$ cat src/reg_rename_defs.svh
/*
 * Register renamer sizing
 * Register counts, index widths and list depths
 */
`ifndef REG_RENAME_DEFS_SVH
`define REG_RENAME_DEFS_SVH

// Architectural register file
`define ARCH_REGS 32
`define ARCH_W 5

// Physical register file
`define PHYS_REGS 64
`define PHYS_W 6

// List capacities
// Free list holds every register not mapped at reset
`define FREE_DEPTH 32
// One record per outstanding renamed destination
`define INUSE_DEPTH 32

`endif

$ cat src/reg_rename_pkg.sv
/*
 * Register renamer types
 * Register number typedefs, in-use record layout and init states
 */
`include "reg_rename_defs.svh"

package reg_rename_pkg;

    // Architectural register number
    typedef logic [`ARCH_W-1:0] arch_addr_t;

    // Physical register number
    typedef logic [`PHYS_W-1:0] phys_addr_t;

    // In-use record, from the top
    //   [16:12] architectural destination
    //   [11:6]  newly given physical register
    //   [5:0]   previous physical register
    typedef logic [`ARCH_W+2*`PHYS_W-1:0] inuse_rec_t;

    // Post-reset table fill sequencer
    typedef enum logic {
        INIT_FILL,
        INIT_DONE
    } init_state_t;

endpackage

$ cat src/free_list.sv
/*
 * Free list of physical registers
 * Circular FIFO, self-loaded with the upper physical registers after reset
 */
`include "reg_rename_defs.svh"

module free_list
    import reg_rename_pkg::*;
(
    input  logic       clk,
    input  logic       arst_n,
    input  logic       free_pop,
    input  logic       free_push,
    input  phys_addr_t free_push_phys,
    output phys_addr_t free_head,
    output logic       free_avail,
    output logic       init_active,
    output arch_addr_t init_index
);
    localparam int PTR_W = $clog2(`FREE_DEPTH);
    localparam int CNT_W = $clog2(`FREE_DEPTH + 1);
    // Last fill index, one entry per unmapped physical register
    localparam int INIT_LAST = `PHYS_REGS - `ARCH_REGS - 1;

    init_state_t      init_state;
    arch_addr_t       init_cnt;

    phys_addr_t       fifo_mem [`FREE_DEPTH];
    logic [PTR_W-1:0] wr_ptr;
    logic [PTR_W-1:0] rd_ptr;
    logic [CNT_W-1:0] count;

    logic             push_en;
    logic             pop_en;
    phys_addr_t       push_data;

    //////////////////////////////
    // Init sequencer
    //////////////////////////////
    // Counts 0..31 once after reset, one fill step per cycle
    always_ff @(posedge clk or negedge arst_n) begin
        if (!arst_n) begin
            init_state <= INIT_FILL;
            init_cnt   <= '0;
        end else if (init_state == INIT_FILL) begin
            init_cnt <= init_cnt + 1'b1;
            if (init_cnt == arch_addr_t'(INIT_LAST)) begin
                init_state <= INIT_DONE;
            end
        end
    end

    assign init_active = (init_state == INIT_FILL);
    assign init_index  = init_cnt;

    //////////////////////////////
    // FIFO storage
    //////////////////////////////
    // Fill pushes 32+i, otherwise the register freed at retire
    assign push_en   = init_active | free_push;
    assign push_data = init_active ? phys_addr_t'(`ARCH_REGS) + phys_addr_t'(init_cnt)
                                   : free_push_phys;
    assign pop_en    = free_pop & free_avail;

    always_ff @(posedge clk) begin
        if (push_en) begin
            fifo_mem[wr_ptr] <= push_data;
        end
    end

    // Depth is a power of two so pointers wrap on their own
    always_ff @(posedge clk or negedge arst_n) begin
        if (!arst_n) begin
            wr_ptr <= '0;
            rd_ptr <= '0;
            count  <= '0;
        end else begin
            if (push_en) begin
                wr_ptr <= wr_ptr + 1'b1;
            end
            if (pop_en) begin
                rd_ptr <= rd_ptr + 1'b1;
            end
            // Simultaneous push and pop leaves the count alone
            count <= count + CNT_W'(push_en) - CNT_W'(pop_en);
        end
    end

    // Oldest entry, shown before it is taken
    assign free_head  = fifo_mem[rd_ptr];
    assign free_avail = (count != '0);

endmodule

$ cat src/spec_map_table.sv
/*
 * Speculative map table
 * Architectural to physical map with three reads and one prioritized write
 */
`include "reg_rename_defs.svh"

module spec_map_table
    import reg_rename_pkg::*;
(
    input  logic       clk,
    input  logic       arst_n,
    input  logic       init_active,
    input  arch_addr_t init_index,
    input  logic       rename_valid,
    input  arch_addr_t rd,
    input  arch_addr_t rs1,
    input  arch_addr_t rs2,
    output logic       rename_ready,
    output phys_addr_t phys_rd,
    output phys_addr_t phys_rs1,
    output phys_addr_t phys_rs2,
    input  phys_addr_t free_head,
    input  logic       free_avail,
    output logic       free_pop,
    input  logic       inuse_full,
    output logic       rec_push,
    output inuse_rec_t rec_in,
    input  logic       restore_valid,
    input  arch_addr_t restore_arch,
    input  phys_addr_t restore_phys
);
    phys_addr_t map_q [`ARCH_REGS];

    logic       map_loaded;
    phys_addr_t prev_phys;
    logic       rename_fire;
    logic       rename_wr;

    logic       map_we;
    arch_addr_t map_waddr;
    phys_addr_t map_wdata;

    //////////////////////////////
    // Lookups
    //////////////////////////////
    // Register zero always reads physical zero
    assign phys_rs1  = (rs1 == '0) ? '0 : map_q[rs1];
    assign phys_rs2  = (rs2 == '0) ? '0 : map_q[rs2];
    // Mapping about to be replaced, kept in the record
    assign prev_phys = map_q[rd];

    // Fresh destination only for a real rd
    assign phys_rd = (rd == '0) ? '0 : free_head;

    //////////////////////////////
    // Rename handshake
    //////////////////////////////
    // Set by the last fill write, so ready can rise the cycle after
    always_ff @(posedge clk or negedge arst_n) begin
        if (!arst_n) begin
            map_loaded <= 1'b0;
        end else if (init_active && init_index == arch_addr_t'(`ARCH_REGS - 1)) begin
            map_loaded <= 1'b1;
        end
    end

    // Stall while filling, out of registers, out of records, or
    // while a restore owns the write port
    assign rename_ready = map_loaded & free_avail & ~inuse_full & ~restore_valid;
    assign rename_fire  = rename_valid & rename_ready;
    // rd of zero is accepted but consumes nothing
    assign rename_wr    = rename_fire & (rd != '0);

    assign free_pop = rename_wr;
    assign rec_push = rename_wr;
    assign rec_in   = {rd, free_head, prev_phys};

    //////////////////////////////
    // Write port
    //////////////////////////////
    // Priority init, then restore, then rename
    always_comb begin
        map_we    = 1'b0;
        map_waddr = rd;
        map_wdata = free_head;
        if (init_active) begin
            // Identity mapping
            map_we    = 1'b1;
            map_waddr = init_index;
            map_wdata = phys_addr_t'(init_index);
        end else if (restore_valid) begin
            map_we    = 1'b1;
            map_waddr = restore_arch;
            map_wdata = restore_phys;
        end else if (rename_wr) begin
            map_we = 1'b1;
        end
    end

    always_ff @(posedge clk) begin
        if (map_we) begin
            map_q[map_waddr] <= map_wdata;
        end
    end

endmodule

$ cat src/inuse_list.sv
/*
 * In-use list
 * Program-order FIFO of rename records with a valid/ready head
 */
`include "reg_rename_defs.svh"

module inuse_list
    import reg_rename_pkg::*;
(
    input  logic       clk,
    input  logic       arst_n,
    input  logic       rec_push,
    input  inuse_rec_t rec_in,
    output logic       inuse_full,
    output logic       head_valid,
    output inuse_rec_t head_rec,
    input  logic       head_ready
);
    localparam int PTR_W = $clog2(`INUSE_DEPTH);
    localparam int CNT_W = $clog2(`INUSE_DEPTH + 1);

    inuse_rec_t       rec_mem [`INUSE_DEPTH];
    logic [PTR_W-1:0] wr_ptr;
    logic [PTR_W-1:0] rd_ptr;
    logic [CNT_W-1:0] count;

    logic             push_en;
    logic             pop_en;

    // Push is only offered while not full
    assign push_en = rec_push & ~inuse_full;
    // Head leaves on its handshake
    assign pop_en  = head_valid & head_ready;

    always_ff @(posedge clk) begin
        if (push_en) begin
            rec_mem[wr_ptr] <= rec_in;
        end
    end

    always_ff @(posedge clk or negedge arst_n) begin
        if (!arst_n) begin
            wr_ptr <= '0;
            rd_ptr <= '0;
            count  <= '0;
        end else begin
            if (push_en) begin
                wr_ptr <= wr_ptr + 1'b1;
            end
            if (pop_en) begin
                rd_ptr <= rd_ptr + 1'b1;
            end
            count <= count + CNT_W'(push_en) - CNT_W'(pop_en);
        end
    end

    // Flags from the occupancy count
    assign inuse_full = (count == CNT_W'(`INUSE_DEPTH));
    assign head_valid = (count != '0);
    // Oldest outstanding rename
    assign head_rec   = rec_mem[rd_ptr];

endmodule

$ cat src/retire_reclaim.sv
/*
 * Retire reclaim
 * Frees registers at retire and decides which discards restore the map
 */
`include "reg_rename_defs.svh"

module retire_reclaim
    import reg_rename_pkg::*;
(
    input  logic       clk,
    input  logic       arst_n,
    input  logic       retire_valid,
    input  logic       retire_discard,
    input  logic       flush,
    output logic       retire_ready,
    input  logic       head_valid,
    input  inuse_rec_t head_rec,
    output logic       head_ready,
    output logic       free_push,
    output phys_addr_t free_push_phys,
    output logic       restore_valid,
    output arch_addr_t restore_arch,
    output phys_addr_t restore_phys
);
    logic [`ARCH_REGS-1:0] restore_mark;

    arch_addr_t rec_arch;
    phys_addr_t rec_spec;
    phys_addr_t rec_prev;
    logic       retire_fire;

    // Unpack the oldest record
    assign rec_arch = head_rec[`ARCH_W+2*`PHYS_W-1 -: `ARCH_W];
    assign rec_spec = head_rec[2*`PHYS_W-1 -: `PHYS_W];
    assign rec_prev = head_rec[`PHYS_W-1:0];

    // Retire waits only on a record being present
    assign retire_ready = head_valid;
    assign head_ready   = retire_valid;
    assign retire_fire  = retire_valid & head_valid;

    // Commit frees the old mapping, discard frees the speculative one
    assign free_push      = retire_fire;
    assign free_push_phys = retire_discard ? rec_spec : rec_prev;

    // Only the first discard per register since flush rolls the map back
    // since later discards are younger and would restore a stale value
    assign restore_valid = retire_fire & retire_discard & ~restore_mark[rec_arch];
    assign restore_arch  = rec_arch;
    assign restore_phys  = rec_prev;

    always_ff @(posedge clk or negedge arst_n) begin
        if (!arst_n) begin
            restore_mark <= '0;
        end else if (flush) begin
            restore_mark <= '0;
        end else if (restore_valid) begin
            restore_mark[rec_arch] <= 1'b1;
        end
    end

endmodule

$ cat src/reg_renamer.sv
/*
 * Register renamer top
 * Free list, map table, in-use list and retire reclaim
 */
module reg_renamer
    import reg_rename_pkg::*;
(
    input  logic       clk,
    input  logic       arst_n,
    // Rename path
    input  logic       rename_valid,
    input  arch_addr_t rd,
    input  arch_addr_t rs1,
    input  arch_addr_t rs2,
    output logic       rename_ready,
    output phys_addr_t phys_rd,
    output phys_addr_t phys_rs1,
    output phys_addr_t phys_rs2,
    // Retire path
    input  logic       retire_valid,
    input  logic       retire_discard,
    output logic       retire_ready,
    input  logic       flush
);
    // Free list traffic
    logic       free_pop;
    logic       free_push;
    phys_addr_t free_push_phys;
    phys_addr_t free_head;
    logic       free_avail;

    // Post-reset fill
    logic       init_active;
    arch_addr_t init_index;

    // In-use records
    logic       rec_push;
    inuse_rec_t rec_in;
    logic       inuse_full;
    logic       head_valid;
    inuse_rec_t head_rec;
    logic       head_ready;

    // Map rollback on discard
    logic       restore_valid;
    arch_addr_t restore_arch;
    phys_addr_t restore_phys;

    //////////////////////////////
    // Producer side
    //////////////////////////////
    free_list u_free_list (
        .clk            (clk),
        .arst_n         (arst_n),
        .free_pop       (free_pop),
        .free_push      (free_push),
        .free_push_phys (free_push_phys),
        .free_head      (free_head),
        .free_avail     (free_avail),
        .init_active    (init_active),
        .init_index     (init_index)
    );

    spec_map_table u_spec_map_table (
        .clk           (clk),
        .arst_n        (arst_n),
        .init_active   (init_active),
        .init_index    (init_index),
        .rename_valid  (rename_valid),
        .rd            (rd),
        .rs1           (rs1),
        .rs2           (rs2),
        .rename_ready  (rename_ready),
        .phys_rd       (phys_rd),
        .phys_rs1      (phys_rs1),
        .phys_rs2      (phys_rs2),
        .free_head     (free_head),
        .free_avail    (free_avail),
        .free_pop      (free_pop),
        .inuse_full    (inuse_full),
        .rec_push      (rec_push),
        .rec_in        (rec_in),
        .restore_valid (restore_valid),
        .restore_arch  (restore_arch),
        .restore_phys  (restore_phys)
    );

    //////////////////////////////
    // Buffer and consumer
    //////////////////////////////
    inuse_list u_inuse_list (
        .clk        (clk),
        .arst_n     (arst_n),
        .rec_push   (rec_push),
        .rec_in     (rec_in),
        .inuse_full (inuse_full),
        .head_valid (head_valid),
        .head_rec   (head_rec),
        .head_ready (head_ready)
    );

    retire_reclaim u_retire_reclaim (
        .clk            (clk),
        .arst_n         (arst_n),
        .retire_valid   (retire_valid),
        .retire_discard (retire_discard),
        .flush          (flush),
        .retire_ready   (retire_ready),
        .head_valid     (head_valid),
        .head_rec       (head_rec),
        .head_ready     (head_ready),
        .free_push      (free_push),
        .free_push_phys (free_push_phys),
        .restore_valid  (restore_valid),
        .restore_arch   (restore_arch),
        .restore_phys   (restore_phys)
    );

endmodule

$ cat config.mk
export PLATFORM = sky130hd
export DESIGN_NAME = reg_renamer
export DESIGN_NICKNAME = d
export VERILOG_FILES = /design/src/reg_rename_pkg.sv /design/src/free_list.sv /design/src/spec_map_table.sv /design/src/inuse_list.sv /design/src/retire_reclaim.sv /design/src/reg_renamer.sv
export VERILOG_INCLUDE_DIRS = /design/src
export SDC_FILE = /design/constraint.sdc
export NUM_CORES = 1
export LEC_CHECK = 0
export ABC_AREA = 1
export BUFFER_PORTS_ARGS = -buffer_cell sky130_fd_sc_hd__buf_2
export CORE_UTILIZATION = 31
export CTS_CLUSTER_SIZE = 24
export DETAILED_ROUTE_END_ITERATION = 12
export GPL_ROUTABILITY_DRIVEN = 1
export PLACE_DENSITY_LB_ADDON = 0.1
export SLEW_MARGIN = 25
export SYNTH_ARGS = -nofsm -noshare
export SYNTH_HDL_FRONTEND = slang
export SYNTH_HIERARCHICAL = 1
export SYNTH_SLANG_ARGS = --single-unit
$ cat constraint.sdc
create_clock -name clk -period 6.35 [get_ports clk]
set_input_delay 0.3175 -clock clk [delete_from_list [all_inputs] [get_ports clk]]
set_output_delay 0.3175 -clock clk [all_outputs]
set_load 0.05 [all_outputs]
==> impl_metrics.ini <==
[run_status]
run_status = finished clean

[synth]
yosysSeqAreaShare = 0.617
synth_warnings = 6
synth.net_count = 5199
synthMuxAreaShare = 0.000625
synth-compound-area-share = 0.0369
synthAdderAreaFrac = 0.00839
synth-xor-area-share = 0.00474
synthSimpleGateAreaFrac = 0.255
avgSynthCellArea_sq_um = 9.33
syn_inst = 5147
ys_types = 39
synth_top_family_by_area = simple AND/OR/NAND/NOR gates
syn_area_sq_um = 48000
ys_ff_latch = 999

[cells_and_area]
area_growth_syn_to_layout_pct = 12.3
final_area_sq_um = 53900
fillers = 15700
final_common_cell = nand2_1
most-common-layout-cells = 1799 x nand2_1, 928 x edfxtp_1, 780 x nand3_1
drive_above_1_share = 0.0810
final_nets = 5188

[clock_tree]
cts_buffers = 116
cts.sinks = 999
clk_latency_ns = 0.76
cts_buffer_depth = 3
cts-htree-levels = 3
path_clk_slew_ns = 0.06
cts_setup_buffers = 0
cts_tree = done
cts-root-buf = clkbuf_16

[placement]
post_dp_cell_area_sq_um = 50200
gp_congestion = 0.815
dp_hpwl_um = 97700
portBuffers = 40

[routing]
dr.pass1.iters = 5
vias = 35700
drc = 0
wl_per_cell_um = 22.4
drt_wl_total_um = 163000
drt_iter0_drc = 2890
routed_via_density = 4.90
postRouteAntennaNets = 0

[setup_path]
slowest_delay_ns = 0.57
required_ns = 6.78
crit_chain = inv_8 > nand2_1 > nand2_1 > nand2_1 > a21oi_1 > nor2_1 > nand2_1 > nand2_1 > inv_1 > inv_1 > nor3_1 > nand2_1 > nand2_1 > nor2_2 > nand3_4 > inv_1 > nor3_2 > nand3_4 > inv_1 > nand2_1 > inv_1 > nand2_1 > nor2_2 > buf_4
end_kind = flop
arrival_ns = 5.96
startpoint = u_inuse_list/rd_ptr[0]
r2r_start = u_inuse_list/rd_ptr[0]
start_kind = flop
critical_path_class = flop to flop
crit_path_frequent_cell = nand2_1
crit_slowest_cell = nor3_1
critPathMaxFanout = 107

[timing]
timing.final.crit_share = 0.871
max_freq_mhz = 181
drv_slew = 0
setup_viol = 0
fin_tns_setup_ns = 0
hold_viol = 0
tightest_slew_ns = 1.04
clock_skew_ns = 0.0468
slew_headroom = 0.303
period_minus_slack_ns = 5.53
rsz0062_at_grt = false

[flow_run]
drv_cap = 0

[global_routing]
antenna_found_initial = 3
gr-total-overflow = 0
grt.total_usage = 0.206
grt_max_degree = 108
grt_pass1_vias = 34700
grt_pass1_wl_um = 240000

[floorplanning]
ios = 41
die_w_um = 396
die_h_um = 396
start_util = 0.312
rows = 144
die_area_sq_um = 157000
core_sq_um = 154000

[power]
p_per_area_nw_per_um2 = 473
leakagePower_uw = 0.0219
peakVddDrop_v = 0.000343
power_uw = 25500

[worst_hold_path]
min_path_type = primary input to flop
hp-start = retire_valid
[cell usage after synthesis]
cell type | count | share of area
o211ai_1 | 53 | 0.0083
xor2_1 | 21 | 0.0038
a31oi_1 | 2 | 0.00026
xnor2_1 | 5 | 0.00091
inv_4 | 3 | 0.00039
o21bai_1 | 1 | 0.00016
inv_2 | 12 | 0.00094
fa_1 | 2 | 0.00083
o21a_1 | 1 | 0.00016
nor2_1 | 335 | 0.026
and2_1 | 1 | 0.00013
a21o_1 | 1 | 0.00016
edfxtp_1 | 928 | 0.58
nand2_4 | 2 | 0.00047
nor3_1 | 11 | 0.0011
nand3b_4 | 1 | 0.00042
inv_1 | 481 | 0.038
buf_6 | 35 | 0.0082
nand3_1 | 780 | 0.081
nand2_1 | 1799 | 0.14
nand2_2 | 1 | 0.00013
o21ai_1 | 19 | 0.0020
o31ai_1 | 1 | 0.00016
a21oi_1 | 141 | 0.015
clkinv_1 | 7 | 0.00055
mux2i_1 | 3 | 0.00063
buf_4 | 58 | 0.0091
o21ai_0 | 106 | 0.011
nor3_2 | 1 | 0.00021
clkbuf_2 | 4 | 0.00042
clkbuf_1 | 49 | 0.0038
dfrtp_1 | 71 | 0.037
or2_2 | 4 | 0.00052
nor2_2 | 5 | 0.00065
nand3_4 | 7 | 0.0026
nand4_1 | 7 | 0.00091
ha_1 | 29 | 0.0076
buf_1 | 17 | 0.0013
buf_2 | 143 | 0.015
[state kept, by name (all words and copies together) (netlist names)]
register	cells
u_free_list/init_index	5
u_free_list/fifo_mem	192
u_free_list/wr_ptr	5
u_inuse_list/wr_ptr	5
u_spec_map_table/map_q	192
u_free_list/rd_ptr	5
u_free_list/init_state	1
u_retire_reclaim/restore_mark	32
u_spec_map_table/map_loaded	1
u_inuse_list/count	6
u_inuse_list/rec_mem	544
u_free_list/count	6
u_inuse_list/rd_ptr	5
[what timing repair did]
action,in CTS,in global routing
hold endpoints to repair,17,0
hold buffers,2,0
resized for setup,0,0
[final timing paths]
check	to	slack (ns)	cells past startpoint
setup reg to reg	u_inuse_list/rec_mem[20][12]	0.82	24
hold reg to reg	u_retire_reclaim/restore_mark[14]	0.51	2
setup / recovery	u_inuse_list/rec_mem[20][12]	0.82	24
hold / removal	u_inuse_list/rd_ptr[0]	0.06	3
max in group asynchronous	u_retire_reclaim/restore_mark[27]	5.06	3
min in group asynchronous	u_retire_reclaim/restore_mark[26]	0.32	3
[cell families after synthesis]
logic type	count (synthesis)
multiplexers	3
XOR/XNOR	26
adder cells (fa/ha/maj)	31
buffers and inverters	809
AO/OA/AOI/OAI	325
AND/OR/NAND/NOR	2954
flip-flops	999
[layout make-up]
cell class / count / area (sq um) / area share
Sequential cell: 999 / 29700 / 0.550
Tap cell: 2044 / 2560 / 0.0474
Clock buffer: 169 / 3250 / 0.0603
Clock inverter: 49 / 467 / 0.00865
Inverter: 503 / 1910 / 0.0354
Timing Repair Buffer: 177 / 1280 / 0.0238
Multi-Input combinational cell: 3339 / 14800 / 0.275
Antenna cell: 2 / 5.00 / 0.0000928
[power breakdown]
part | internal (uW) | switching [uW]
combinational | 2160 | 7340
sequential | 9070 | 346
clock | 3790 | 2800
total | 15000 | 10500
[through the flow]
step	util	instances	hold slack (ns)	setup slack [ns]
floorplan	-	5147	0.0219	0.964
global placement	0.326	7060	0.214	0.834
detailed placement	0.326	7060	0.215	0.781
CTS	0.351	7280	0.0441	0.752
global route	0.351	7280	0.0679	0.309
finish	0.351	7282	0.0575	0.817
[metal layers]
metal	global-route usage	wire length [um]	share of wire	up-vias
met3	0.0235	7710	0.047	239
li1	-	-	-	16900
met4	0.0602	4160	0.026	2
met2	0.321	73400	0.45	948
met1	0.299	77700	0.48	17500
met5	0	8	0.000049	-
[worst max-delay path: cells and delay by family (launching register included)]
family	cells	cell delay (ns)
flip-flops	1	0.52
AO/OA/AOI/OAI	1	0.15
buffers and inverters	7	1.58
AND/OR/NAND/NOR	16	2.87
Note: power is estimated with default switching activity, not from simulation.
